==> config.mk <==
export PLATFORM = sky130hd
export DESIGN_NAME = dequantize_elem
export DESIGN_NICKNAME = d
export VERILOG_FILES = /design/src/hdl/dequant_pkg.sv /design/src/hdl/dequantize_elem.sv
export SDC_FILE = /design/constraint.sdc
export NUM_CORES = 2
export LEC_CHECK = 0
export BUFFER_PORTS_ARGS = -buffer_cell sky130_fd_sc_hd__buf_2
export CORE_ASPECT_RATIO = 0.5
export CORE_MARGIN = 4
export CORE_UTILIZATION = 45
export DETAILED_ROUTE_END_ITERATION = 8
export PLACE_DENSITY = 0.6
export SLEW_MARGIN = 20
export SYNTH_ARGS = -nofsm -noshare
export SYNTH_HDL_FRONTEND = slang
export SYNTH_SLANG_ARGS = --single-unit
==> constraint.sdc <==
create_clock -name vclk -period 45.1
set_input_delay 4.51 -clock vclk [all_inputs]
set_output_delay 4.51 -clock vclk [all_outputs]
set_load 0.005 [all_outputs]
==> src/hdl/dequant_pkg.sv <==
package dequant_pkg;

    // IEEE-754 single precision
    localparam int FP_DATA_W   = 32;
    localparam int FP_MANT_W   = 23;
    localparam int FP_EXP_W    = 8;
    localparam int FP_EXP_BIAS = 127;

    localparam int BIT_NUM = 8;    // int8 operands
    localparam int LANES   = 4;

    localparam int MANT_W     = FP_MANT_W + 1;             // 1.m
    localparam int QMAX       = (1 << (BIT_NUM - 1)) - 1;  // 127
    localparam int Q2_SHIFT   = $clog2(QMAX * QMAX);       // 14, /Q^2 as exponent shift
    localparam int PROD_W     = FP_DATA_W + MANT_W;        // |acc| * 1.m
    localparam int IDX_W      = $clog2(PROD_W);
    localparam int UNB_MIN    = 1 - FP_EXP_BIAS;                        // -126
    localparam int UNB_MAX    = (1 << FP_EXP_W) - 2 - FP_EXP_BIAS;      // +127
    localparam int EXP_CALC_W = FP_EXP_W + 6;              // signed exponent scratch

    typedef logic signed [FP_DATA_W-1:0] acc_t;
    typedef logic        [FP_DATA_W-1:0] fp32_t;

    typedef struct packed {
        logic [FP_EXP_W-1:0]  exponent;  // biased
        logic [FP_MANT_W-1:0] mantissa;  // hidden bit not stored
    } scale_t;

    typedef struct packed {
        acc_t [LANES-1:0] lane;
    } acc_vec_t;

    typedef struct packed {
        fp32_t [LANES-1:0] lane;
    } res_vec_t;

endpackage
==> src/hdl/dequantize_elem.sv <==
`timescale 1ns/1ps

module dequantize_elem
    import dequant_pkg::*;
(
    input  acc_t   acc_i,
    input  scale_t scale_i,
    output fp32_t  r_data_o,
    output logic   ovf_o
);

    logic                         sign_acc;
    logic [FP_DATA_W-1:0]         acc_mag;
    logic                         acc_zero;
    logic                         scale_zero;
    logic                         is_zero;
    logic [MANT_W-1:0]            scale_mant;
    logic [PROD_W-1:0]            prod;
    logic [IDX_W-1:0]             msb_idx;
    logic [IDX_W-1:0]             rsh;
    logic [PROD_W-1:0]            prod_shr;
    logic [PROD_W-1:0]            prod_g;
    logic [PROD_W-1:0]            low_mask;
    logic                         guard;
    logic                         sticky;
    logic                         round_up;
    logic [MANT_W:0]              mant_rnd;
    logic                         rnd_carry;
    logic [MANT_W-1:0]            mant_norm;
    logic [MANT_W:0]              adj_sum;
    logic                         adj_carry;
    logic [MANT_W-1:0]            mant_fixed;
    logic signed [EXP_CALC_W-1:0] new_unb;
    logic signed [EXP_CALC_W-1:0] exp_biased;
    logic signed [EXP_CALC_W-1:0] sub_shift;
    logic                         oflow;
    logic                         uflow;
    logic [MANT_W:0]              sub_rnd;
    logic [MANT_W-1:0]            mant_sub;
    logic [FP_EXP_W-1:0]          exp_out;
    logic [FP_MANT_W-1:0]         frac_out;

    assign sign_acc   = acc_i[FP_DATA_W-1];
    assign acc_mag    = sign_acc ? (~acc_i + 1'b1) : acc_i;  // -2^31 maps to 2^31
    assign acc_zero   = (acc_i == '0);
    assign scale_zero = (scale_i.exponent == '0) && (scale_i.mantissa == '0);
    assign is_zero    = acc_zero | scale_zero;

    assign scale_mant = {1'b1, scale_i.mantissa};
    assign prod       = acc_mag * scale_mant;

    // leading one, highest set bit wins
    always_comb begin
        msb_idx = '0;
        for (int k = 0; k < PROD_W; k++) begin
            if (prod[k]) begin
                msb_idx = IDX_W'(k);
            end
        end
    end

    // |acc| >= 1 puts the leading one at MANT_W-1 or above, so only a right shift
    assign rsh = (msb_idx >= IDX_W'(MANT_W - 1)) ? msb_idx - IDX_W'(MANT_W - 1) : '0;
    assign prod_shr = prod >> rsh;

    always_comb begin
        if (rsh != '0) begin
            prod_g   = prod >> (rsh - 1'b1);
            guard    = prod_g[0];
            low_mask = (PROD_W'(1) << (rsh - 1'b1)) - 1'b1;
        end else begin
            prod_g   = prod;
            guard    = 1'b0;
            low_mask = '0;
        end
        sticky = |(prod & low_mask);
    end

    // ties to even
    assign round_up  = guard & (sticky | prod_shr[0]);
    assign mant_rnd  = {1'b0, prod_shr[MANT_W-1:0]} + (MANT_W + 1)'(round_up);
    assign rnd_carry = mant_rnd[MANT_W];
    assign mant_norm = rnd_carry ? mant_rnd[MANT_W:1] : mant_rnd[MANT_W-1:0];

    // 2^14 / 127^2 ~ 1 + 1/64 + 1/8192 + 1/32768, truncated
    assign adj_sum    = {1'b0, mant_norm} + (mant_norm >> 6) + (mant_norm >> 13)
                      + (mant_norm >> 15);
    assign adj_carry  = adj_sum[MANT_W];
    assign mant_fixed = adj_carry ? adj_sum[MANT_W:1] : adj_sum[MANT_W-1:0];

    // unbiased result exponent, /Q^2 handled as -Q2_SHIFT
    assign new_unb = $signed(EXP_CALC_W'(msb_idx) + EXP_CALC_W'(scale_i.exponent)
                   + EXP_CALC_W'(rnd_carry) + EXP_CALC_W'(adj_carry)
                   - EXP_CALC_W'(FP_EXP_BIAS + FP_MANT_W + Q2_SHIFT));

    assign exp_biased = new_unb + EXP_CALC_W'(FP_EXP_BIAS);
    assign oflow      = (new_unb > UNB_MAX);
    assign uflow      = (new_unb < UNB_MIN);
    assign sub_shift  = EXP_CALC_W'(UNB_MIN) - new_unb;  // > 0 when subnormal

    // subnormal denormalize, round half up
    always_comb begin
        sub_rnd  = '0;
        mant_sub = mant_fixed;
        if (sub_shift >= MANT_W) begin
            mant_sub = '0;
        end else if (sub_shift > 0) begin
            sub_rnd  = (MANT_W + 1)'(mant_fixed) + ((MANT_W + 1)'(1) << (sub_shift - 1));
            mant_sub = MANT_W'(sub_rnd >> sub_shift);
        end
    end

    always_comb begin
        if (is_zero) begin
            exp_out  = '0;
            frac_out = '0;
        end else if (oflow) begin
            exp_out  = {{(FP_EXP_W - 1){1'b1}}, 1'b0};  // max finite
            frac_out = '1;
        end else if (uflow) begin
            // rounding up into the hidden bit yields the smallest normal
            exp_out  = FP_EXP_W'(mant_sub[MANT_W-1]);
            frac_out = mant_sub[FP_MANT_W-1:0];
        end else begin
            exp_out  = exp_biased[FP_EXP_W-1:0];
            frac_out = mant_fixed[FP_MANT_W-1:0];
        end
    end

    assign ovf_o    = oflow & ~is_zero;
    assign r_data_o = {sign_acc, exp_out, frac_out};  // zero result keeps the acc sign

endmodule

==> flow_summary.yaml <==
placed_design:
  place_ws_ns: 3.505
  globalplace.congestion: 1.065
  hpwl_um: 126800
  io_buffers: 96
  dp_cells: 6206
  place_area_um2: 42040
synthesis:
  synth_area_um2: 40240
  ys_warn_count: 0
  syn_area_per_cell_um2: 7.851
  ys_types: 120
  synth-seq-area-share: 0
  yosysTopAreaCell: "fa_1"
  synth.most_common_cell: "inv_1"
  syn_nets: 6140
  synthTopCellsByCount: "inv_1 (817), fa_1 (681), nand2_1 (616), and2_1 (341), nor2_1 (295)"
  syn_inst: 5126
  synth.top_cell.area_share: 0.3388
  synth_area_leaders: "fa_1 (34%), ha_1 (8.4%), inv_1 (7.6%)"
clock_tree:
  cts_resized: 0
  cts-hold-fix-buffers: 0
  post_cts_buffers: 0
route:
  wirelength_um: 156700
  top_layer_used: "met5"
  first_pass_iters: 6
  vias: 37860
  route.met3.wl_um: 14490
  vias_per_cell: 6.095
  wl_met2_um: 67050
  drtAntennaViolNets: 0
  drc: 0
  drt_iter0_markers: 3948
  routedWlPerCell_um: 25.23
  drt-met1-wl_um: 69890
final_layout:
  seq_area_um2: 0
  nClkBuffers: 0
  drive_above_1_share: 0.07389
  layout.nets: 6037
  stdcell_count: 6211
  fillCellCount: 8840
  seq_cell_count: 0
  final_area_um2: 42050
  syn2layout_area_growth_pct: 4.483
worst_setup_path:
  critPathLaunchType: "primary input"
  crit_required_ns: 40.59
  crit_fanout: 26
  crit_family: "compound AO/OA/AOI/OAI gates"
  worstSetupEndpointType: "output port"
  critPathBufInv: 15
  criticalPathCategory: "in -> out"
  worst_path_max_delay_cell: "ha_1"
  crit_arrival_ns: 37.69
  slowest_delay_ns: 0.72
  cpMostUsedCell: "fa_1"
global_routing:
  track_usage: 0.3285
  grt_antenna_before_repair: 4
  grt_pass1_vias: 38060
  grt_pass1_wl_um: 240400
  overflow: 0
  grt_max_degree: 60
min_path:
  min_path_type: "in -> out"
sta:
  fmax_mhz: 23.70
  tns_ns: 0
  min_period_over_period: 0.9357
  finalSetupViolCount: 0
  setup_slack_ns: 2.902
  relSlewSlack: 0.06805
  worst_pin_slew_ns: 1.359
  rsz0062_at_grt: "false"
  drv_slew: 0
  hold_violations: 0
  period_needed_ns: 42.20
floorplan:
  pin_count: 96
  dieArea_um2: 94570
  core_area_um2: 88540
  die_h_um: 219.5
  chipWidth_um: 430.9
  row_count: 77
  initial_utilization: 0.4545
run_status:
  outcome: "completed"
run:
  maxCapViolations: 0
==> metal layers <==
layer,GRT usage,up-vias
li1,-,16680
met5,0,-
met1,0.4780,19130
met2,0.5019,1766
met3,0.05847,279
met4,0.09145,4
==> through the flow <==
| step | hold slack, ns | util |
|---|---|---|
| 2_1_floorplan | 9.101 | - |
| 3_3_place_gp | 9.570 | 0.4746 |
| 3_5_place_dp | 9.568 | 0.4748 |
| 4_1_cts | 9.573 | 0.4748 |
| 5_1_grt | 9.599 | 0.4748 |
| 6_report | 9.562 | 0.4749 |
==> placed cells by master (no fill, tap or decap), types with 41 or more instances in the layout <==
cell and count:
a211oi_1 62, a21oi_1 199, and2_1 341, buf_2 96, buf_4 96, fa_1 681
ha_1 270, inv_1 817, mux2i_1 125, nand2_1 616, nand3_1 87, nand4_1 42
nor2_1 295, nor2b_1 87, nor3_1 85, o211ai_1 41, o21ai_0 152, xnor2_1 93
==> cells by family after synthesis <==
family,after synthesis,synth area share
AND/OR/NAND/NOR,1772,0.2183
buffers and inverters,1123,0.1097
adder cells (fa/ha/maj),951,0.4227
AO/OA/AOI/OAI,946,0.1677
multiplexers,168,0.04545
XOR/XNOR,166,0.03613
==> layout make-up <==
type                       instances  area [um^2]  area share
inverter                         826         3105     0.07385
tap                             1185         1483     0.03526
timing repair buffer             192         1201     0.02857
antenna                            5        12.51   0.0002976
multi-input combinational       4003        36250      0.8620
==> worst paths after layout <==
| kind | from | end | slack, ns | depth (start not counted) |
|---|---|---|---|---|
| setup / recovery | acc_i[0] | r_data_o[8] | 2.90 | 128 |
| hold / removal | acc_i[31] | r_data_o[31] | 9.56 | 2 |
