### config.mk
export PLATFORM = sky130hd
export DESIGN_NAME = dequant_collect
export DESIGN_NICKNAME = d
export VERILOG_FILES = /design/src/hdl/dequant_pkg.sv /design/src/hdl/dequant_collect.sv
export SDC_FILE = /design/constraint.sdc
export NUM_CORES = 1
export LEC_CHECK = 0
export BUFFER_PORTS_ARGS = -buffer_cell sky130_fd_sc_hd__buf_4
export CAP_MARGIN = 25
export CORE_MARGIN = 2
export CORE_UTILIZATION = 25
export CTS_CLUSTER_SIZE = 24
export DETAILED_ROUTE_END_ITERATION = 8
export GPL_TIMING_DRIVEN = 0
export HOLD_SLACK_MARGIN = 0.06
export SKIP_LAST_GASP = 1
export SYNTH_ARGS = -nofsm -noshare
export SYNTH_HDL_FRONTEND = slang
export SYNTH_SLANG_ARGS = --single-unit
### constraint.sdc
create_clock -name clk_i -period 1.2 [get_ports clk_i]
set_clock_uncertainty 0.2 [all_clocks]
set_input_delay 0 -clock clk_i [delete_from_list [all_inputs] [get_ports clk_i]]
set_output_delay 0 -clock clk_i [all_outputs]
set_load 0.05 [all_outputs]
### src/hdl/dequant_pkg.sv
package dequant_pkg;

    // IEEE-754 single precision
    localparam int FP_DATA_W   = 32;
    localparam int FP_MANT_W   = 23;
    localparam int FP_EXP_W    = 8;
    localparam int FP_EXP_BIAS = 127;

    localparam int BIT_NUM = 8;    // int8 operands
    localparam int LANES   = 4;

    localparam int MANT_W     = FP_MANT_W + 1;             // 1.m
    localparam int QMAX       = (1 << (BIT_NUM - 1)) - 1;  // 127
    localparam int Q2_SHIFT   = $clog2(QMAX * QMAX);       // 14, /Q^2 as exponent shift
    localparam int PROD_W     = FP_DATA_W + MANT_W;        // |acc| * 1.m
    localparam int IDX_W      = $clog2(PROD_W);
    localparam int UNB_MIN    = 1 - FP_EXP_BIAS;                        // -126
    localparam int UNB_MAX    = (1 << FP_EXP_W) - 2 - FP_EXP_BIAS;      // +127
    localparam int EXP_CALC_W = FP_EXP_W + 6;              // signed exponent scratch

    typedef logic signed [FP_DATA_W-1:0] acc_t;
    typedef logic        [FP_DATA_W-1:0] fp32_t;

    typedef struct packed {
        logic [FP_EXP_W-1:0]  exponent;  // biased
        logic [FP_MANT_W-1:0] mantissa;  // hidden bit not stored
    } scale_t;

    typedef struct packed {
        acc_t [LANES-1:0] lane;
    } acc_vec_t;

    typedef struct packed {
        fp32_t [LANES-1:0] lane;
    } res_vec_t;

endpackage
### src/hdl/dequant_collect.sv
`timescale 1ns/1ps

module dequant_collect
    import dequant_pkg::*;
(
    input  logic             clk_i,
    input  logic             rst_i,
    input  logic             valid_i,
    input  res_vec_t         res_i,
    input  logic [LANES-1:0] ovf_i,
    input  logic             sat_clr_i,
    output logic             out_valid_o,
    output res_vec_t         res_vec_o,
    output logic             sat_o
);

    res_vec_t         res_q;
    logic [LANES-1:0] ovf_q;  // overflow lanes of the last strobed vector
    logic             valid_q;
    logic             sat_q;

    always_ff @(posedge clk_i) begin
        if (rst_i) begin
            valid_q <= 1'b0;
        end else begin
            valid_q <= valid_i;
        end
    end

    // held between strobes
    always_ff @(posedge clk_i) begin
        if (valid_i) begin
            res_q <= res_i;
            ovf_q <= ovf_i;
        end
    end

    // sticky, set one cycle after an overflowing strobe, set wins over clear
    always_ff @(posedge clk_i) begin
        if (rst_i) begin
            sat_q <= 1'b0;
        end else if (valid_q && (|ovf_q)) begin
            sat_q <= 1'b1;
        end else if (sat_clr_i) begin
            sat_q <= 1'b0;
        end
    end

    assign out_valid_o = valid_q;
    assign res_vec_o   = res_q;
    assign sat_o       = sat_q;

endmodule

==> results of run 1 <==
[Yosys cell counts (all sizes together)]
master	instances	area, um^2
dfxtp	2	40.0
a21oi	1	5.00
nor2b	1	6.26
o41ai	1	16.3
edfxtp	132	3960
nand2b	1	6.26
[kinds of logic after synthesis]
group | after synthesis | synth area share (%)
and+or+nand+nor | 2 | 0.310
AOI/OAI and AO/OA | 2 | 0.527
DFF | 134 | 99.2
[per-stage QoR]
| step | util (%) | hold slack [ps] |
|---|---|---|
| floorplan | - | -131 |
| global placement | 39.8 | -27.7 |
| detailed placement | 40.0 | -27.6 |
==> flow_summary_export.csv, run 1 <==
group,metric,value,unit
outcome,outcome,"stopped before the end",
outcome,haltStage,"clock tree synthesis (4_1_cts)",
outcome,stop_error,"[ERROR RSZ-0060] Max buffer count reached.",
cts,post_cts_buffers,0,
place,placed_area,0.00633,mm^2
yosys,seq_area_frac_synth,99.2,%
yosys,post_synth.cell_area_avg,29.3,um^2
yosys,synth_cell_types,6,
die,fp.dieH,131,um
place,port_buffers,265,
cts,clock_sinks,134,
cts,cts_buffers,17,
die,start_util,25.5,%
yosys,synthCells,138,
cts,postCtsHoldBufs,131,
yosys,mappedNetlistNets,274,
cts,clockRootBuffer,"clkbuf_16",
yosys,syn_area,0.00404,mm^2
die,die_w,131,um
yosys,yosys_warnings,0,
place,dp_cells,620,
place,pre_cts_ws,-218,ps
die,io_pins,266,
cts,cts_resized,53,
yosys,synth_seq_cells,134,
place,dpl.hpwl,7500,um
cts,clock_path_buffers,2,
cts,cts_max_level,4,
die,std_cell_rows,46,
place,place.gp.congestion,0.713,
==> run 2, diff against run 1 <==
--- a/config.mk
+++ b/config.mk
@@ -8,11 +8,10 @@
 export BUFFER_PORTS_ARGS = -buffer_cell sky130_fd_sc_hd__buf_4
 export CAP_MARGIN = 25
 export CORE_MARGIN = 2
-export CORE_UTILIZATION = 25
-export CTS_CLUSTER_SIZE = 24
+export CORE_UTILIZATION = 20
 export DETAILED_ROUTE_END_ITERATION = 8
 export GPL_TIMING_DRIVEN = 0
-export HOLD_SLACK_MARGIN = 0.06
+export PLACE_DENSITY_LB_ADDON = 0.15
 export SKIP_LAST_GASP = 1
 export SYNTH_ARGS = -nofsm -noshare
 export SYNTH_HDL_FRONTEND = slang
==> run 2 against run 1 <==
Effect of this change:
- synthesized cell count is the same
- the flow now finishes, with violations (hold timing)
- area after synthesis is the same
==> flow_summary_export.csv, run 2 <==
group,metric,value,unit
route,route.met3.wl,941,um
die,die_area,0.0213,mm^2
final_layout,layoutNonFillerInstCount,835,
die,std_cell_rows,51,
route,top_layer,"met4",
grt,grt-ovfl-total,0,
timing,final.min_clock_period,1180,ps
cts,clk_latency,400,ps
timing,max_freq,845,MHz
route,met1_length,4420,um
cts,cts.clk_slew.worst_paths,60,ps
route,drtPass1Iterations,4,
timing,slew_headroom,60.2,%
worst_setup_path,critPathSlowestCell,"edfxtp_1",
die,fp.dieH,146,um
power_and_ir_drop,peakVddDrop,0.866,mV
yosys,synthTopCellsByCount,"132 x edfxtp_1, 2 x dfxtp_1",
die,io_pins,266,
yosys,post_synth.cell_area_avg,29.3,um^2
yosys,yosys.area.top_type_share,98.2,%
outcome,violations,"hold timing",
worst_setup_path,arrival,980,ps
worst_setup_path,critPathLaunchType,"flip-flop",
grt,antenna_found_initial,0,
timing,timing.final.crit_share,98.6,%
grt,grt_pass1_vias,3261,
place,placed_area,0.00639,mm^2
die,die_w,146,um
yosys,synth.most_common_cell,"edfxtp_1",
route,route.detailed.drc,0,
power_and_ir_drop,total_power,13.8,mW
yosys,mappedNetlistNets,274,
yosys,yosys_warnings,0,
power_and_ir_drop,power_leakage,3.62,nW
hold_path,min_path_type,"in -> reg",
route,wl,12200,um
worst_setup_path,timing.critical_path.buf_inv,1,
cts,post_cts_buffers,0,
timing,finalHoldViolCount,10,
die,core,0.0197,mm^2
final_layout,final_common_cell,"buf_4",
worst_setup_path,critPathMaxFanout,1,
grt,grt_pass1_wl,18000,um
cts,clock_sinks,134,
yosys,async_reset_ff_share,0,%
timing,slew_viol_final,0,
yosys,synth_edf_count,132,
yosys,netlist_top_cells_area,"edfxtp_1 98%, dfxtp_1 0.99%, o41ai_2 0.40%",
worst_setup_path,path_cells,"buf_6",
route,drt_iter0_markers,76,
timing,hold_slack,-29.3,ps
yosys,ys.flop_type,"edfxtp_1",
final_layout,final_core_util,44.8,%
yosys,synth_cell_types,6,
worst_setup_path,critPathRequiredTime,1000,ps
yosys,seq_area_frac_synth,99.2,%
route,num_vias,3011,
cts,clock_path_buffers,2,
yosys,synth_seq_cells,134,
timing,grt_setup_unrepaired,"yes",
place,dp_cells,669,
grt,grt_use_total,11.1,%
final_layout,drive_gt1_share,52.3,%
run,drv_cap,0,
place,port_buffers,265,
cts,cts_buffers,17,
worst_setup_path,path_class,"reg -> out",
outcome,outcome,"finished with violations",
worst_setup_path,crit_family,"flip-flops",
yosys,syn_area,0.00404,mm^2
final_layout,fin_area,0.00881,mm^2
timing,worst-slew-pin-transition,597,ps
final_layout,layout_common_cells,"141 x buf_4, 135 x dlygate4sd3_1, 132 x edfxtp_1",
route,route.met2.wl,6590,um
power_and_ir_drop,p_per_area,1570,mW/mm^2
yosys,synth_top_area_cell,"edfxtp_1",
final_layout,largest_reg_flops,128,
place,place.gp.congestion,0.674,
grt,grt_max_degree,72,
cts,cts_max_level,4,
route,wl_per_cell,14.6,um
final_layout,antenna_cells,0,
final_layout,finish.net_count,694,
die,start_util,20.5,%
final_layout,area_delta_synth_final,118,%
timing,setup_viol,0,
cts,cts_tree,"done",
cts,clockRootBuffer,"clkbuf_16",
worst_setup_path,critPathMaxStageDelay,400,ps
route,vias_per_cell,3.61,
worst_setup_path,endpoint_kind,"primary output",
yosys,synthCells,138,
route,ant_nets,0,
-- run 2: cell counts after synthesis --
Identical to the previous run, type by type.
-- run 2: final timing paths --
path,startpoint,end,slack (ps),cells after the start
hold / removal,valid_i,res_vec_o[14]$_DFFE_PP_,-30,1
hold reg to reg,out_valid_o$_SDFF_PP0_,sat_o$_SDFFE_PP0P_,270,2
setup / recovery,res_vec_o[107]$_DFFE_PP_,res_vec_o[107],20,1
setup reg to reg,ovf_q[1]$_DFFE_PP_,sat_o$_SDFFE_PP0P_,70,2
-- run 2: report_power, final --
part           internal (mW)  total (mW)  switching [mW]
Combinational           1.20        2.82            1.62
Clock                   3.29        5.28            1.99
Sequential              5.56        5.73           0.165
-- run 2: cell type report --
| type | count | area (um^2) |
|---|---|---|
| flip-flops and latches | 134 | 4010 |
| clock inverters | 13 | 171 |
| fillers | 1736 | 10800 |
| well taps | 265 | 332 |
| repair buffers | 401 | 3840 |
| multi-input cells | 4 | 33.8 |
| clock buffers | 18 | 429 |
-- run 2: kinds of logic (layout without fill, tap and decap cells) --
group	Yosys count	in the layout	synth area share [%]
flip-flops	134	134	99.2
AO/OA/AOI/OAI	2	2	0.527
AND/OR/NAND/NOR	2	2	0.310
buffers and inverters	0	432	0
-- run 2: stage by stage --
stage	TNS [ps]	hold WS (ps)	worst slack [ps]
2_1_floorplan	0	-131	23.4
3_3_place_gp	-91410	-27.5	-699
3_5_place_dp	-17650	-27.3	-289
4_1_cts	-71.8	-92.9	-21.1
5_1_grt	-1160	13.1	-43.5
6_report	0	-29.3	17.0
-- run 2: per-layer routing --
| metal | up-vias | track usage (%) |
|---|---|---|
| li1 | 1406 | - |
| met1 | 1444 | 11.6 |
| met2 | 147 | 19.6 |
| met3 | 14 | 4.78 |
| met4 | 0 | 4.37 |
| met5 | - | 0 |
-- run 2: timing repair --
item / 4_1_cts / 5_1_grt
endpoints found under the hold margin: 203 / 0
setup endpoints to repair: 61 / 112
gates resized for setup: 62 / 63
hold buffers: 135 / 0
Note: power is estimated with default switching activity, not from simulation.
