`config.mk`:
```
export PLATFORM = sky130hd
export DESIGN_NAME = dequant_feed
export DESIGN_NICKNAME = d
export VERILOG_FILES = /design/src/hdl/dequant_pkg.sv /design/src/hdl/dequant_feed.sv
export SDC_FILE = /design/constraint.sdc
export NUM_CORES = 1
export LEC_CHECK = 0
export BUFFER_PORTS_ARGS = -buffer_cell sky130_fd_sc_hd__buf_2
export CAP_MARGIN = 15
export CORE_AREA = 2 2 128 130
export CTS_BUF_LIST = sky130_fd_sc_hd__clkbuf_8
export DETAILED_ROUTE_END_ITERATION = 10
export DIE_AREA = 0 0 130 132
export HOLD_SLACK_MARGIN = 0.08
export PLACE_DENSITY = 0.71
export SYNTH_ARGS = -nofsm -noshare
export SYNTH_HDL_FRONTEND = slang
export SYNTH_SLANG_ARGS = --single-unit
```
`constraint.sdc`:
```
create_clock -name clk_i -period 0.8 [get_ports clk_i]
set_input_delay 0.08 -clock clk_i [delete_from_list [all_inputs] [get_ports clk_i]]
set_output_delay 0.08 -clock clk_i [all_outputs]
set_load 0.01 [all_outputs]
```
`src/hdl/dequant_pkg.sv`:
```
package dequant_pkg;

    // IEEE-754 single precision
    localparam int FP_DATA_W   = 32;
    localparam int FP_MANT_W   = 23;
    localparam int FP_EXP_W    = 8;
    localparam int FP_EXP_BIAS = 127;

    localparam int BIT_NUM = 8;    // int8 operands
    localparam int LANES   = 4;

    localparam int MANT_W     = FP_MANT_W + 1;             // 1.m
    localparam int QMAX       = (1 << (BIT_NUM - 1)) - 1;  // 127
    localparam int Q2_SHIFT   = $clog2(QMAX * QMAX);       // 14, /Q^2 as exponent shift
    localparam int PROD_W     = FP_DATA_W + MANT_W;        // |acc| * 1.m
    localparam int IDX_W      = $clog2(PROD_W);
    localparam int UNB_MIN    = 1 - FP_EXP_BIAS;                        // -126
    localparam int UNB_MAX    = (1 << FP_EXP_W) - 2 - FP_EXP_BIAS;      // +127
    localparam int EXP_CALC_W = FP_EXP_W + 6;              // signed exponent scratch

    typedef logic signed [FP_DATA_W-1:0] acc_t;
    typedef logic        [FP_DATA_W-1:0] fp32_t;

    typedef struct packed {
        logic [FP_EXP_W-1:0]  exponent;  // biased
        logic [FP_MANT_W-1:0] mantissa;  // hidden bit not stored
    } scale_t;

    typedef struct packed {
        acc_t [LANES-1:0] lane;
    } acc_vec_t;

    typedef struct packed {
        fp32_t [LANES-1:0] lane;
    } res_vec_t;

endpackage
```
`src/hdl/dequant_feed.sv`:
```
`timescale 1ns/1ps

module dequant_feed
    import dequant_pkg::*;
(
    input  logic     clk_i,
    input  logic     rst_i,
    input  logic     scale_we_i,
    input  fp32_t    scale_i,
    input  logic     in_valid_i,
    input  acc_vec_t acc_vec_i,
    output scale_t   scale_o,
    output acc_vec_t acc_vec_o,
    output logic     valid_o
);

    scale_t   scale_q;      // programmed scale
    scale_t   scale_cap_q;  // scale snapshot taken with the vector
    acc_vec_t acc_cap_q;
    logic     valid_q;

    // sign bit of the written word is dropped, scale taken as magnitude
    always_ff @(posedge clk_i) begin
        if (rst_i) begin
            scale_q <= '0;
        end else if (scale_we_i) begin
            scale_q.exponent <= scale_i[FP_DATA_W-2 -: FP_EXP_W];
            scale_q.mantissa <= scale_i[FP_MANT_W-1:0];
        end
    end

    // a scale written on the same edge only reaches later vectors
    always_ff @(posedge clk_i) begin
        if (in_valid_i) begin
            acc_cap_q   <= acc_vec_i;
            scale_cap_q <= scale_q;
        end
    end

    always_ff @(posedge clk_i) begin
        if (rst_i) begin
            valid_q <= 1'b0;
        end else begin
            valid_q <= in_valid_i;
        end
    end

    assign scale_o   = scale_cap_q;
    assign acc_vec_o = acc_cap_q;
    assign valid_o   = valid_q;

endmodule

```
==> impl_results.html, run 1 <==
<table>
<tr><th>Metric</th><th>Value</th></tr>
<tr><th colspan="2">Logic synthesis</th></tr>
<tr><td>Top cell type by total area after synthesis</td><td>sky130_fd_sc_hd__edfxtp_1</td></tr>
<tr><td>Ys Warns</td><td>0</td></tr>
<tr><td>Synthesized Nets</td><td>between 400 and 500</td></tr>
<tr><td>Distinct cell type count after synthesis</td><td>8</td></tr>
<tr><td>Summed instance area of the synthesized netlist</td><td>just under 6000 um2</td></tr>
<tr><td>Gate Count Post-Synth</td><td>approximately 260</td></tr>
<tr><td>Area contributors post-synth</td><td>sky130_fd_sc_hd__edfxtp_1 81%, sky130_fd_sc_hd__dfxtp_1 11%, sky130_fd_sc_hd__mux2i_1 5.2%</td></tr>
<tr><td>Proportion of synthesized chip area in sequential cells</td><td>0.913</td></tr>
<tr><td>Share of the synthesized area in the top cell type</td><td>0.805</td></tr>
<tr><td>Mapped Avg Cell Area</td><td>22.7 um2</td></tr>
<tr><td>Post-synthesis register bit count</td><td>between 150 and 200</td></tr>
<tr><th colspan="2">Die</th></tr>
<tr><td>Initial core utilization</td><td>0.377</td></tr>
<tr><td>Core area</td><td>roughly 16000 um2</td></tr>
<tr><td>Height of the die</td><td>approximately 130 um</td></tr>
<tr><td>Standard-cell rows</td><td>46</td></tr>
<tr><td>Floorplan die width</td><td>between 100 and 150 um</td></tr>
<tr><td>Area of the die</td><td>17200 um2</td></tr>
<tr><td>I/O pin cnt</td><td>324</td></tr>
<tr><th colspan="2">CTS</th></tr>
<tr><td>Number of clock buffers inserted by TritonCTS</td><td>17</td></tr>
<tr><td>Insertion delay to the later sink of the worst-skew pair</td><td>between 400 and 500 ps</td></tr>
<tr><td>CTS clk-pin slew, worst paths</td><td>roughly 100 ps</td></tr>
<tr><td>TritonCTS Sinks</td><td>between 150 and 200</td></tr>
<tr><td>Number of H-tree levels</td><td>4</td></tr>
<tr><td>TritonCTS clock tree</td><td>built</td></tr>
<tr><td>Clock root cell</td><td>sky130_fd_sc_hd__clkbuf_8</td></tr>
<tr><td>Maximum clock insertion buffer count</td><td>2</td></tr>
<tr><th colspan="2">Worst setup path</th></tr>
<tr><td>Cells traversed along the worst timing path</td><td>buf_2</td></tr>
<tr><td>Worst endpoint data arrival time</td><td>slightly above 1000 ps</td></tr>
<tr><td>Crit start category</td><td>register</td></tr>
<tr><td>Worst path buffer plus inverter count</td><td>1</td></tr>
<tr><td>Slowest stage cell on the critical path</td><td>sky130_fd_sc_hd__edfxtp_1</td></tr>
<tr><td>CP Class</td><td>reg2out</td></tr>
<tr><td>CP delay by family, top</td><td>flip-flops</td></tr>
<tr><td>Crit. End Element</td><td>primary output</td></tr>
<tr><td>Critical path peak fanout</td><td>1</td></tr>
<tr><td>Required time at the endpoint of the critical path</td><td>approximately 700 ps</td></tr>
<tr><td>Maximum cell stage delay along the critical path</td><td>420 ps</td></tr>
<tr><th colspan="2">Final layout</th></tr>
<tr><td>Top library cells by usage in the layout, fill and taps aside</td><td>317 x sky130_fd_sc_hd__buf_2, 161 x sky130_fd_sc_hd__dlygate4sd3_1, 159 x sky130_fd_sc_hd__edfxtp_1</td></tr>
<tr><td>Filler-free cell count of the finished design</td><td>~1000</td></tr>
<tr><td>NumNets Final</td><td>roughly 930</td></tr>
<tr><td>Area Overhead vs Synth</td><td>67.6%</td></tr>
<tr><td>Finished Cell Area</td><td>about 9900 um2</td></tr>
<tr><td>Commonest non-fill, non-tap cell in the layout</td><td>sky130_fd_sc_hd__buf_2</td></tr>
<tr><td>Layout cells sized above 1</td><td>0.467</td></tr>
<tr><td>FF/Latch Area</td><td>about 5400 um2</td></tr>
<tr><td>Fill count</td><td>1104</td></tr>
<tr><td>Area of the multi-input gates</td><td>433 um2</td></tr>
<tr><th colspan="2">Global routing</th></tr>
<tr><td>Maximum number of pins on one net before global-route repair</td><td>slightly below 50</td></tr>
<tr><td>Antenna violations before repair</td><td>0</td></tr>
<tr><td>Number of global-route vias before repair</td><td>about 4.8k</td></tr>
<tr><td>Overall overflow remaining after global route</td><td>0</td></tr>
<tr><td>First-pass GRT wire length</td><td>~25 mm</td></tr>
<tr><td>Global Route Usage Sum</td><td>0.200</td></tr>
<tr><th colspan="2">Placement</th></tr>
<tr><td>Place WS</td><td>-60.7 ps</td></tr>
<tr><td>Port Buffers</td><td>between 300 and 400</td></tr>
<tr><td>Placed instance area</td><td>7880 um2</td></tr>
<tr><td>Half-perimeter wire length after placement</td><td>10.6 mm</td></tr>
<tr><td>Count of placed standard cells including taps</td><td>approximately 800</td></tr>
<tr><td>Routability congestion estimate from global placement</td><td>0.740</td></tr>
<tr><th colspan="2">Hold path</th></tr>
<tr><td>Classification of the worst-slack hold path</td><td>in2reg</td></tr>
<tr><th colspan="2">STA</th></tr>
<tr><td>Largest clock skew in the final design</td><td>17.9 ps</td></tr>
<tr><td>Final cycle utilization of the critical path</td><td>1.38</td></tr>
<tr><td>Minimum clock period after layout</td><td>1100 ps</td></tr>
<tr><td>Post-route worst setup slack</td><td>-303 ps</td></tr>
<tr><td>Pin slew with the least headroom to its limit</td><td>roughly 260 ps</td></tr>
<tr><td>Fmax achieved</td><td>906 MHz</td></tr>
<tr><td>Number of hold violations in the final report</td><td>0</td></tr>
<tr><td>Unrepaired setup endpoints after global routing</td><td>yes</td></tr>
<tr><td>Pins Over Slew Limit</td><td>0</td></tr>
<tr><td>Setup violations, final</td><td>between 150 and 200</td></tr>
<tr><td>Worst slew margin</td><td>0.827</td></tr>
<tr><th colspan="2">Run status</th></tr>
<tr><td>Run status</td><td>finished, violations left</td></tr>
<tr><td>Violated checks</td><td>negative setup slack</td></tr>
<tr><th colspan="2">Routing</th></tr>
<tr><td>Post-route ant nets</td><td>0</td></tr>
<tr><td>Final wirelength</td><td>around 18 mm</td></tr>
<tr><td>DRC marker count from the first detailed-route iteration</td><td>~240</td></tr>
<tr><td>Via Count</td><td>around 4.4k</td></tr>
<tr><td>TritonRoute pass-1 iters</td><td>5</td></tr>
<tr><td>Residual DRC</td><td>0</td></tr>
<tr><td>Routed wire per std cell</td><td>around 18 um</td></tr>
<tr><td>Routed via count divided by cell count</td><td>4.41</td></tr>
<tr><th colspan="2">Power and ir drop</th></tr>
<tr><td>Max IR drop VDD</td><td>0.00117 V</td></tr>
<tr><td>Power density over cell area</td><td>between 2000 and 2500 nW/um2</td></tr>
<tr><td>Leakage power</td><td>roughly 4.3 nW</td></tr>
<tr><th colspan="2">Flow run</th></tr>
<tr><td>Maxcap violations</td><td>0</td></tr>
</table>
==> cell families after synthesis <==
logic type / after synthesis / synth area share
flops: 191 / 0.913
simple gates: 32 / 0.0207
mux: 31 / 0.0523
buf+inv: 7 / 0.0139
==> sequential cells by signal, indices dropped and copies added, names as in the netlist <==
signal,flops
scale_q,31
acc_vec_o,128
valid_o,1
scale_o,31
==> repair_timing <==
action | CTS | global route
endpoints found under the setup margin | 160 | 168
resized for setup | 0 | 5
endpoints found under the hold margin | 167 | 1
hold buffers | 161 | 1
buffers inserted | 0 | 0
pin swaps | 0 | 0
==> metal layers <==
metal  up-vias  wire, um  GRT usage  share of wire
met3        42      1260     0.0617          0.072
met5         -         0          0              0
met4         0       557      0.100          0.032
li1       1997         -          -              -
met2       237      9350      0.362           0.53
met1      2125      6350      0.206           0.36
==> synth_stat cells <==
| master | instances |
|---|---|
| sky130_fd_sc_hd__clkbuf_1 | 3 |
| sky130_fd_sc_hd__mux2i_1 | 31 |
| sky130_fd_sc_hd__nor2_1 | 31 |
| sky130_fd_sc_hd__buf_6 | 1 |
| sky130_fd_sc_hd__edfxtp_1 | 159 |
| sky130_fd_sc_hd__nor2b_1 | 1 |
| sky130_fd_sc_hd__buf_12 | 3 |
| sky130_fd_sc_hd__dfxtp_1 | 32 |
==> worst paths after layout <==
kind / start / slack, ps / depth (start not counted) / to
worst max-delay path: acc_vec_o[16]$_DFFE_PP_ / -300 / 1 / acc_vec_o[16]
worst min-delay path: in_valid_i / 110 / 2 / scale_o[27]$_DFFE_PP_
worst max register to register: scale_q[11]$_SDFFE_PP0P_ / 130 / 2 / scale_q[11]$_SDFFE_PP0P_
worst min register to register: scale_q[18]$_SDFFE_PP0P_ / 430 / 0 / scale_o[18]$_DFFE_PP_
==> cell type report <==
cell class / count / share of cell area
Tap cell: 216 / 0.0272
Clock buffer: 19 / 0.0263
Sequential cell: 191 / 0.545
Antenna cell: 1 / 0.000252
Timing Repair Buffer: 494 / 0.342
Clock inverter: 13 / 0.0159
Multi-Input combinational cell: 63 / 0.0435
==> where the power goes <==
group	switching [mW]	total [mW]	internal, mW
clock	3.32	6.60	3.28
sequential	0.230	11.8	11.6
combinational	1.18	2.54	1.36
total	4.73	20.9	16.2
==> stage by stage <==
| step | utilization | power [mW] | setup TNS, ps | hold WS [ps] |
|---|---|---|---|---|
| 6_report | 0.633 | 20.9 | -40440 | 105 |
| 5_1_grt | 0.633 | 21.7 | -50780 | 89.6 |
| 4_1_cts | 0.631 | 21.0 | -47460 | 88.5 |
| 3_5_place_dp | 0.502 | 13.8 | -6180 | 258 |
| 3_3_place_gp | 0.502 | 13.8 | -4270 | 258 |
| 2_1_floorplan | - | 12.5 | 0 | 152 |
Note: power is estimated with default switching activity, not from simulation.
==> run 2, diff against run 1 <==
ABC_AREA = 1   (was not set)
CORE_AREA = 2 2 126 128   (was 2 2 128 130)
CTS_CLUSTER_SIZE = 8   (was not set)
DIE_AREA = 0 0 128 130   (was 0 0 130 132)
PLACE_DENSITY = 0.74   (was 0.71)
==> impl_results.html, run 2 <==
<table>
<tr><th>Metric</th><th>Value</th></tr>
<tr><th colspan="2">Run status</th></tr>
<tr><td>Run status</td><td>finished, violations left</td></tr>
<tr><td>Violated checks</td><td>negative setup slack</td></tr>
<tr><th colspan="2">Placement</th></tr>
<tr><td>Count of placed standard cells including taps</td><td>around 900</td></tr>
<tr><td>Half-perimeter wire length after placement</td><td>slightly above 10 mm</td></tr>
<tr><td>Routability congestion estimate from global placement</td><td>approximately 0.73</td></tr>
<tr><td>Port Buffers</td><td>322</td></tr>
<tr><th colspan="2">Global routing</th></tr>
<tr><td>First-pass GRT wire length</td><td>roughly 25 mm</td></tr>
<tr><td>Maximum number of pins on one net before global-route repair</td><td>48</td></tr>
<tr><td>Number of global-route vias before repair</td><td>4717</td></tr>
<tr><td>Antenna violations before repair</td><td>0</td></tr>
<tr><td>Overall overflow remaining after global route</td><td>0</td></tr>
<tr><td>Global Route Usage Sum</td><td>0.201</td></tr>
<tr><th colspan="2">Routing</th></tr>
<tr><td>Post-route ant nets</td><td>0</td></tr>
<tr><td>Final wirelength</td><td>roughly 18 mm</td></tr>
<tr><td>Routed wire per std cell</td><td>16.7 um</td></tr>
<tr><td>TritonRoute pass-1 iters</td><td>4</td></tr>
<tr><td>Residual DRC</td><td>0</td></tr>
<tr><td>Via Count</td><td>4686</td></tr>
<tr><td>DRC marker count from the first detailed-route iteration</td><td>roughly 260</td></tr>
<tr><td>Routed via count divided by cell count</td><td>4.38</td></tr>
<tr><th colspan="2">Logic synthesis</th></tr>
<tr><td>Number of synthesized flops with an enable pin</td><td>around 160</td></tr>
<tr><td>Synth Area in XOR/XNOR</td><td>0</td></tr>
<tr><td>Area share of fa/ha/maj cells after synthesis</td><td>0</td></tr>
<tr><td>Synth async-reset ratio</td><td>0</td></tr>
<tr><td>Distinct cell type count after synthesis</td><td>7</td></tr>
<tr><td>Gate Count Post-Synth</td><td>approximately 360</td></tr>
<tr><td>Share of the synthesized area in the top cell type</td><td>0.782</td></tr>
<tr><td>Mapped Avg Cell Area</td><td>between 15 and 20 um2</td></tr>
<tr><td>Area contributors post-synth</td><td>sky130_fd_sc_hd__edfxtp_1 78%, sky130_fd_sc_hd__dfxtp_1 10%, sky130_fd_sc_hd__nor2_1 3.9%</td></tr>
<tr><td>Most numerous cell in the Yosys netlist</td><td>sky130_fd_sc_hd__edfxtp_1</td></tr>
<tr><td>Share of the synthesized area in compound gates (AO/OA/AOI/OAI)</td><td>0</td></tr>
<tr><td>Top FF cell, synth</td><td>sky130_fd_sc_hd__edfxtp_1</td></tr>
<tr><td>Ys Warns</td><td>0</td></tr>
<tr><td>Proportion of synthesized chip area in sequential cells</td><td>0.887</td></tr>
<tr><td>Combinational family with the most area after synthesis</td><td>simple AND/OR/NAND/NOR gates</td></tr>
<tr><td>Post-synthesis mux area share</td><td>0</td></tr>
<tr><td>Top cell type by total area after synthesis</td><td>sky130_fd_sc_hd__edfxtp_1</td></tr>
<tr><td>Summed instance area of the synthesized netlist</td><td>approximately 6000 um2</td></tr>
<tr><td>Synth cell count leaders</td><td>159 x sky130_fd_sc_hd__edfxtp_1, 63 x sky130_fd_sc_hd__nor2_1, 62 x sky130_fd_sc_hd__nand2_1, 33 x sky130_fd_sc_hd__inv_1, 32 x sky130_fd_sc_hd__dfxtp_1</td></tr>
<tr><td>Area fraction in and, or, nand and nor cells after synthesis</td><td>0.0769</td></tr>
<tr><td>Synthesized Nets</td><td>523</td></tr>
<tr><td>Post-synthesis register bit count</td><td>~190</td></tr>
<tr><th colspan="2">Worst setup path</th></tr>
<tr><td>Slowest stage cell on the critical path</td><td>sky130_fd_sc_hd__edfxtp_1</td></tr>
<tr><td>CP delay by family, top</td><td>flip-flops</td></tr>
<tr><td>CP Class</td><td>reg2out</td></tr>
<tr><td>Crit. End Element</td><td>primary output</td></tr>
<tr><td>Worst path buffer plus inverter count</td><td>1</td></tr>
<tr><td>Critical path peak fanout</td><td>1</td></tr>
<tr><td>Cells traversed along the worst timing path</td><td>buf_6</td></tr>
<tr><td>Required time at the endpoint of the critical path</td><td>a little over 700 ps</td></tr>
<tr><td>Crit start category</td><td>register</td></tr>
<tr><td>Maximum cell stage delay along the critical path</td><td>470 ps</td></tr>
<tr><td>Worst endpoint data arrival time</td><td>about 1100 ps</td></tr>
<tr><th colspan="2">Die</th></tr>
<tr><td>Height of the die</td><td>roughly 130 um</td></tr>
<tr><td>I/O pin cnt</td><td>between 300 and 400</td></tr>
<tr><td>Core area</td><td>roughly 15000 um2</td></tr>
<tr><td>Floorplan die width</td><td>between 100 and 150 um</td></tr>
<tr><td>Standard-cell rows</td><td>46</td></tr>
<tr><td>Initial core utilization</td><td>0.396</td></tr>
<tr><td>Area of the die</td><td>about 17000 um2</td></tr>
<tr><th colspan="2">CTS</th></tr>
<tr><td>TritonCTS Sinks</td><td>191</td></tr>
<tr><td>Number of H-tree levels</td><td>4</td></tr>
<tr><td>Insertion delay to the later sink of the worst-skew pair</td><td>approximately 450 ps</td></tr>
<tr><td>Clock root cell</td><td>sky130_fd_sc_hd__clkbuf_8</td></tr>
<tr><td>Number of clock buffers inserted by TritonCTS</td><td>17</td></tr>
<tr><td>TritonCTS clock tree</td><td>built</td></tr>
<tr><td>CTS clk-pin slew, worst paths</td><td>~90 ps</td></tr>
<tr><td>Maximum clock insertion buffer count</td><td>2</td></tr>
<tr><th colspan="2">Final layout</th></tr>
<tr><td>NumNets Final</td><td>~1k</td></tr>
<tr><td>Antenna Diode Count</td><td>0</td></tr>
<tr><td>Top library cells by usage in the layout, fill and taps aside</td><td>314 x sky130_fd_sc_hd__buf_2, 162 x sky130_fd_sc_hd__dlygate4sd3_1, 159 x sky130_fd_sc_hd__edfxtp_1, 62 x sky130_fd_sc_hd__nand2_1, 61 x sky130_fd_sc_hd__nor2_1</td></tr>
<tr><td>Commonest non-fill, non-tap cell in the layout</td><td>sky130_fd_sc_hd__buf_2</td></tr>
<tr><td>Largest register FFs</td><td>approximately 130</td></tr>
<tr><td>Layout cells sized above 1</td><td>0.420</td></tr>
<tr><td>Area Overhead vs Synth</td><td>66.9%</td></tr>
<tr><td>Fill count</td><td>between 1k and 1.5k</td></tr>
<tr><td>Filler-free cell count of the finished design</td><td>around 1.1k</td></tr>
<tr><th colspan="2">STA</th></tr>
<tr><td>Pins Over Slew Limit</td><td>0</td></tr>
<tr><td>Final cycle utilization of the critical path</td><td>1.45</td></tr>
<tr><td>Minimum clock period after layout</td><td>roughly 1200 ps</td></tr>
<tr><td>Pin slew with the least headroom to its limit</td><td>between 200 and 300 ps</td></tr>
<tr><td>Worst slew margin</td><td>0.831</td></tr>
<tr><td>Unrepaired setup endpoints after global routing</td><td>yes</td></tr>
<tr><td>Sum of negative setup slack</td><td>-41350 ps</td></tr>
<tr><td>Hold WS</td><td>slightly above 100 ps</td></tr>
<tr><td>Setup violations, final</td><td>around 170</td></tr>
<tr><td>Fmax achieved</td><td>~860 MHz</td></tr>
<tr><td>Post-route worst setup slack</td><td>-357 ps</td></tr>
<tr><td>Number of hold violations in the final report</td><td>0</td></tr>
<tr><td>Largest clock skew in the final design</td><td>6.49 ps</td></tr>
<tr><th colspan="2">Flow run</th></tr>
<tr><td>Maxcap violations</td><td>0</td></tr>
<tr><th colspan="2">Power and ir drop</th></tr>
<tr><td>Power density over cell area</td><td>2090 nW/um2</td></tr>
<tr><td>Leakage power</td><td>approximately 4.6 nW</td></tr>
<tr><td>Max IR drop VDD</td><td>between 0.001 and 0.0015 V</td></tr>
<tr><th colspan="2">Hold path</th></tr>
<tr><td>Classification of the worst-slack hold path</td><td>in2reg</td></tr>
</table>
run 2: final cells by class:
class | count | area, um2 | area share
Inverter | 33 | 124 | 0.0122
Timing Repair Buffer | 498 | 3500 | 0.343
Tap cell | 192 | 240 | 0.0236
Clock inverter | 14 | 186 | 0.0183
Sequential cell | 191 | 5420 | 0.532
Clock buffer | 18 | 248 | 0.0243
Multi-Input combinational cell | 125 | 474 | 0.0465
run 2: through the flow:
step,cell area [um2],util,worst slack [ps],total power [mW]
3_3_place_gp,8020,0.520,-59.1,13.9
4_1_cts,10100,0.654,-385,21.3
5_1_grt,10200,0.660,-397,22.1
6_report,10200,0.660,-357,21.3
2_1_floorplan,6100,-,232,12.6
3_5_place_dp,8020,0.520,-64.3,13.9
run 2: where the power goes:
group | internal, mW | switching, mW
clock network | 3.49 | 3.33
logic | 1.42 | 1.26
registers | 11.6 | 0.241
total | 16.5 | 4.83
run 2: per-layer routing:
metal  vias up  global-route usage  part of all wire
li1       2234                   -                 -
met1      2180               0.214              0.36
met2       231               0.368              0.54
met3        41              0.0623             0.065
met4         0              0.0886             0.029
met5         -                   0                 0
run 2: cell families (layout without fill, tap and decap cells):
group,after synthesis,after routing
AND/OR/NAND/NOR,125,125
flip-flops,191,191
buffers and inverters,43,563
run 2: final timing paths:
check / start / to / slack, ps / cells past startpoint
max: acc_vec_o[124]$_DFFE_PP_ / acc_vec_o[124] / -360 / 1
min: in_valid_i / acc_vec_o[61]$_DFFE_PP_ / 100 / 2
max reg2reg: scale_q[2]$_SDFFE_PP0P_ / scale_q[2]$_SDFFE_PP0P_ / 210 / 2
min reg2reg: scale_q[21]$_SDFFE_PP0P_ / scale_o[21]$_DFFE_PP_ / 440 / 0
run 2: timing repair:
item / in CTS / in global routing
resized for setup: 2 / 12
gates cloned: 0 / 3
endpoints found under the setup margin: 160 / 179
endpoints found under the hold margin: 167 / 7
hold buffers: 162 / 1
setup buffers: 0 / 0
==> run 3, diff against run 2 <==
--- a/config.mk
+++ b/config.mk
@@ -14,4 +14,5 @@
 export DETAILED_ROUTE_END_ITERATION = 10
 export DIE_AREA = 0 0 128 130
+export GPL_ROUTABILITY_DRIVEN = 0
 export HOLD_SLACK_MARGIN = 0.08
 export PLACE_DENSITY = 0.74
==> constraint.sdc (replaced) <==
create_clock -name clk_i -period 0.8 [get_ports clk_i]
set_input_delay 0.16 -clock clk_i [delete_from_list [all_inputs] [get_ports clk_i]]
set_output_delay 0.16 -clock clk_i [all_outputs]
set_load 0.01 [all_outputs]
==> impl_results.html, run 3 (synthesis gave the netlist of run 2 again) <==
<table>
<tr><th>Metric</th><th>Value</th></tr>
<tr><th colspan="2">Run status</th></tr>
<tr><td>Run status</td><td>finished, violations left</td></tr>
<tr><td>Violated checks</td><td>negative setup slack</td></tr>
<tr><th colspan="2">Worst setup path</th></tr>
<tr><td>Worst path buffer plus inverter count</td><td>1</td></tr>
<tr><td>Critical path peak fanout</td><td>1</td></tr>
<tr><td>Worst endpoint data arrival time</td><td>1090 ps</td></tr>
<tr><td>Maximum cell stage delay along the critical path</td><td>460 ps</td></tr>
<tr><td>Crit start category</td><td>register</td></tr>
<tr><td>Crit. End Element</td><td>primary output</td></tr>
<tr><td>Crit. Startpoint</td><td>acc_vec_o[124]$_DFFE_PP_</td></tr>
<tr><td>Required time at the endpoint of the critical path</td><td>640 ps</td></tr>
<tr><td>CP Class</td><td>reg2out</td></tr>
<tr><td>CP delay by family, top</td><td>flip-flops</td></tr>
<tr><td>Cells traversed along the worst timing path</td><td>buf_2</td></tr>
<tr><td>Slowest stage cell on the critical path</td><td>sky130_fd_sc_hd__edfxtp_1</td></tr>
<tr><td>Worst flop-to-flop path startpoint</td><td>scale_q[11]$_SDFFE_PP0P_</td></tr>
<tr><th colspan="2">Final layout</th></tr>
<tr><td>Finished Cell Area</td><td>just over 10000 um2</td></tr>
<tr><td>Largest register FFs</td><td>128</td></tr>
<tr><td>Area Overhead vs Synth</td><td>65.4%</td></tr>
<tr><td>NumNets Final</td><td>between 1k and 1.5k</td></tr>
<tr><td>Commonest non-fill, non-tap cell in the layout</td><td>sky130_fd_sc_hd__buf_2</td></tr>
<tr><td>Top library cells by usage in the layout, fill and taps aside</td><td>316 x sky130_fd_sc_hd__buf_2, 160 x sky130_fd_sc_hd__dlygate4sd3_1, 159 x sky130_fd_sc_hd__edfxtp_1, 63 x sky130_fd_sc_hd__nor2_1, 62 x sky130_fd_sc_hd__nand2_1</td></tr>
<tr><td>Layout cells sized above 1</td><td>0.417</td></tr>
<tr><td>Filler-free cell count of the finished design</td><td>approximately 1.1k</td></tr>
<tr><th colspan="2">Die</th></tr>
<tr><td>Standard-cell rows</td><td>46</td></tr>
<tr><td>Initial core utilization</td><td>0.396</td></tr>
<tr><td>I/O pin cnt</td><td>324</td></tr>
<tr><td>Floorplan die width</td><td>between 100 and 150 um</td></tr>
<tr><td>Core area</td><td>15400 um2</td></tr>
<tr><td>Area of the die</td><td>approximately 17000 um2</td></tr>
<tr><td>Height of the die</td><td>about 130 um</td></tr>
<tr><th colspan="2">Power and ir drop</th></tr>
<tr><td>Leakage power</td><td>between 4 and 5 nW</td></tr>
<tr><td>Power density over cell area</td><td>about 2100 nW/um2</td></tr>
<tr><td>Max IR drop VDD</td><td>about 0.00093 V</td></tr>
<tr><th colspan="2">Placement</th></tr>
<tr><td>Half-perimeter wire length after placement</td><td>roughly 11 mm</td></tr>
<tr><td>Place WS</td><td>-139 ps</td></tr>
<tr><td>Placed instance area</td><td>a little over 8000 um2</td></tr>
<tr><td>Port Buffers</td><td>around 320</td></tr>
<tr><td>Count of placed standard cells including taps</td><td>approximately 900</td></tr>
<tr><th colspan="2">Routing</th></tr>
<tr><td>DRC marker count from the first detailed-route iteration</td><td>approximately 330</td></tr>
<tr><td>Via Count</td><td>~4.7k</td></tr>
<tr><td>Routed via count divided by cell count</td><td>about 4.4</td></tr>
<tr><td>Post-route ant nets</td><td>0</td></tr>
<tr><td>Routed wire per std cell</td><td>approximately 16 um</td></tr>
<tr><td>TritonRoute pass-1 iters</td><td>4</td></tr>
<tr><td>Residual DRC</td><td>0</td></tr>
<tr><td>Final wirelength</td><td>17.6 mm</td></tr>
<tr><th colspan="2">STA</th></tr>
<tr><td>Post-route worst setup slack</td><td>-451 ps</td></tr>
<tr><td>Number of hold violations in the final report</td><td>0</td></tr>
<tr><td>Worst slew margin</td><td>0.845</td></tr>
<tr><td>Pins Over Slew Limit</td><td>0</td></tr>
<tr><td>Hold WS</td><td>between 100 and 150 ps</td></tr>
<tr><td>Largest clock skew in the final design</td><td>6.25 ps</td></tr>
<tr><td>Minimum clock period after layout</td><td>approximately 1300 ps</td></tr>
<tr><td>Setup violations, final</td><td>160</td></tr>
<tr><td>Final cycle utilization of the critical path</td><td>1.56</td></tr>
<tr><td>Pin slew with the least headroom to its limit</td><td>about 230 ps</td></tr>
<tr><td>Fmax achieved</td><td>~800 MHz</td></tr>
<tr><td>Sum of negative setup slack</td><td>-54100 ps</td></tr>
<tr><td>Unrepaired setup endpoints after global routing</td><td>yes</td></tr>
<tr><th colspan="2">CTS</th></tr>
<tr><td>TritonCTS Sinks</td><td>~190</td></tr>
<tr><td>Clock root cell</td><td>sky130_fd_sc_hd__clkbuf_8</td></tr>
<tr><td>Maximum clock insertion buffer count</td><td>2</td></tr>
<tr><td>Number of clock buffers inserted by TritonCTS</td><td>17</td></tr>
<tr><td>TritonCTS clock tree</td><td>built</td></tr>
<tr><td>CTS clk-pin slew, worst paths</td><td>80 ps</td></tr>
<tr><td>Insertion delay to the later sink of the worst-skew pair</td><td>roughly 450 ps</td></tr>
<tr><td>Number of H-tree levels</td><td>4</td></tr>
<tr><th colspan="2">Global routing</th></tr>
<tr><td>Antenna violations before repair</td><td>1</td></tr>
<tr><td>Overall overflow remaining after global route</td><td>0</td></tr>
<tr><td>Number of global-route vias before repair</td><td>~4.7k</td></tr>
<tr><td>First-pass GRT wire length</td><td>roughly 25 mm</td></tr>
<tr><td>Maximum number of pins on one net before global-route repair</td><td>43</td></tr>
<tr><td>Global Route Usage Sum</td><td>0.202</td></tr>
<tr><th colspan="2">Flow run</th></tr>
<tr><td>Maxcap violations</td><td>0</td></tr>
<tr><th colspan="2">Hold path</th></tr>
<tr><td>Classification of the worst-slack hold path</td><td>in2reg</td></tr>
<tr><td>Startpoint of the lowest-slack hold path</td><td>in_valid_i</td></tr>
</table>
-- run 3: cell types whose count changed in the layout (fill, tap and decap cells not counted), moves of 2 or more --
cell | previous run | this run
sky130_fd_sc_hd__buf_6 | 8 | 6
sky130_fd_sc_hd__inv_1 | 34 | 36
sky130_fd_sc_hd__nor2_1 | 61 | 63
sky130_fd_sc_hd__buf_2 | 314 | 316
sky130_fd_sc_hd__nor2_2 | 2 | 0
sky130_fd_sc_hd__dlygate4sd3_1 | 162 | 160
sky130_fd_sc_hd__buf_4 | 6 | 8
sky130_fd_sc_hd__clkbuf_16 | 2 | 0
sky130_fd_sc_hd__clkinvlp_4 | 0 | 2
-- run 3: layer usage --
layer / track usage / part of all wire / vias to the layer above / wire [um]
li1: - / - / 2224 / -
met1: 0.220 / 0.36 / 2179 / 6430
met2: 0.361 / 0.54 / 227 / 9440
met3: 0.0603 / 0.070 / 34 / 1230
met4: 0.0976 / 0.031 / 0 / 543
met5: 0 / 0 / - / 0
-- run 3: area by class of cell --
class,instances,area (um2)
antenna,1,2.50
clock buffer,18,248
clock inverter,14,164
fill,1082,5330
inverter,33,124
multi-input combinational,125,469
sequential,191,5420
tap,192,240
timing repair buffer,496,3430
-- run 3: where the power goes --
group	internal (mW)	leakage (nW)	total (mW)	switching, mW
Clock	3.18	0.215	6.57	3.39
Sequential	11.6	1.84	11.8	0.246
Combinational	1.39	2.52	2.63	1.25
Total	16.1	4.57	21.0	4.89
-- run 3: final timing paths --
check	end	slack [ps]	cells after the start
worst max-delay path	acc_vec_o[124]	-450	1
worst min register to register	scale_o[21]$_DFFE_PP_	440	0
worst max register to register	scale_o[11]$_DFFE_PP_	220	0
worst min-delay path	acc_vec_o[112]$_DFFE_PP_	150	2
-- run 3: timing repair --
item,CTS,global route
hold endpoints to repair,160,0
gates resized for setup,2,5
hold buffers,160,0
setup endpoints to repair,160,160
setup buffers,0,0
-- run 3: metrics by stage --
stage / power, mW / utilization
after floorplan: 12.6 / -
after global placement: 13.9 / 0.522
after detailed placement: 14.0 / 0.522
after CTS: 21.1 / 0.653
after global routing: 21.8 / 0.654
final: 21.0 / 0.654
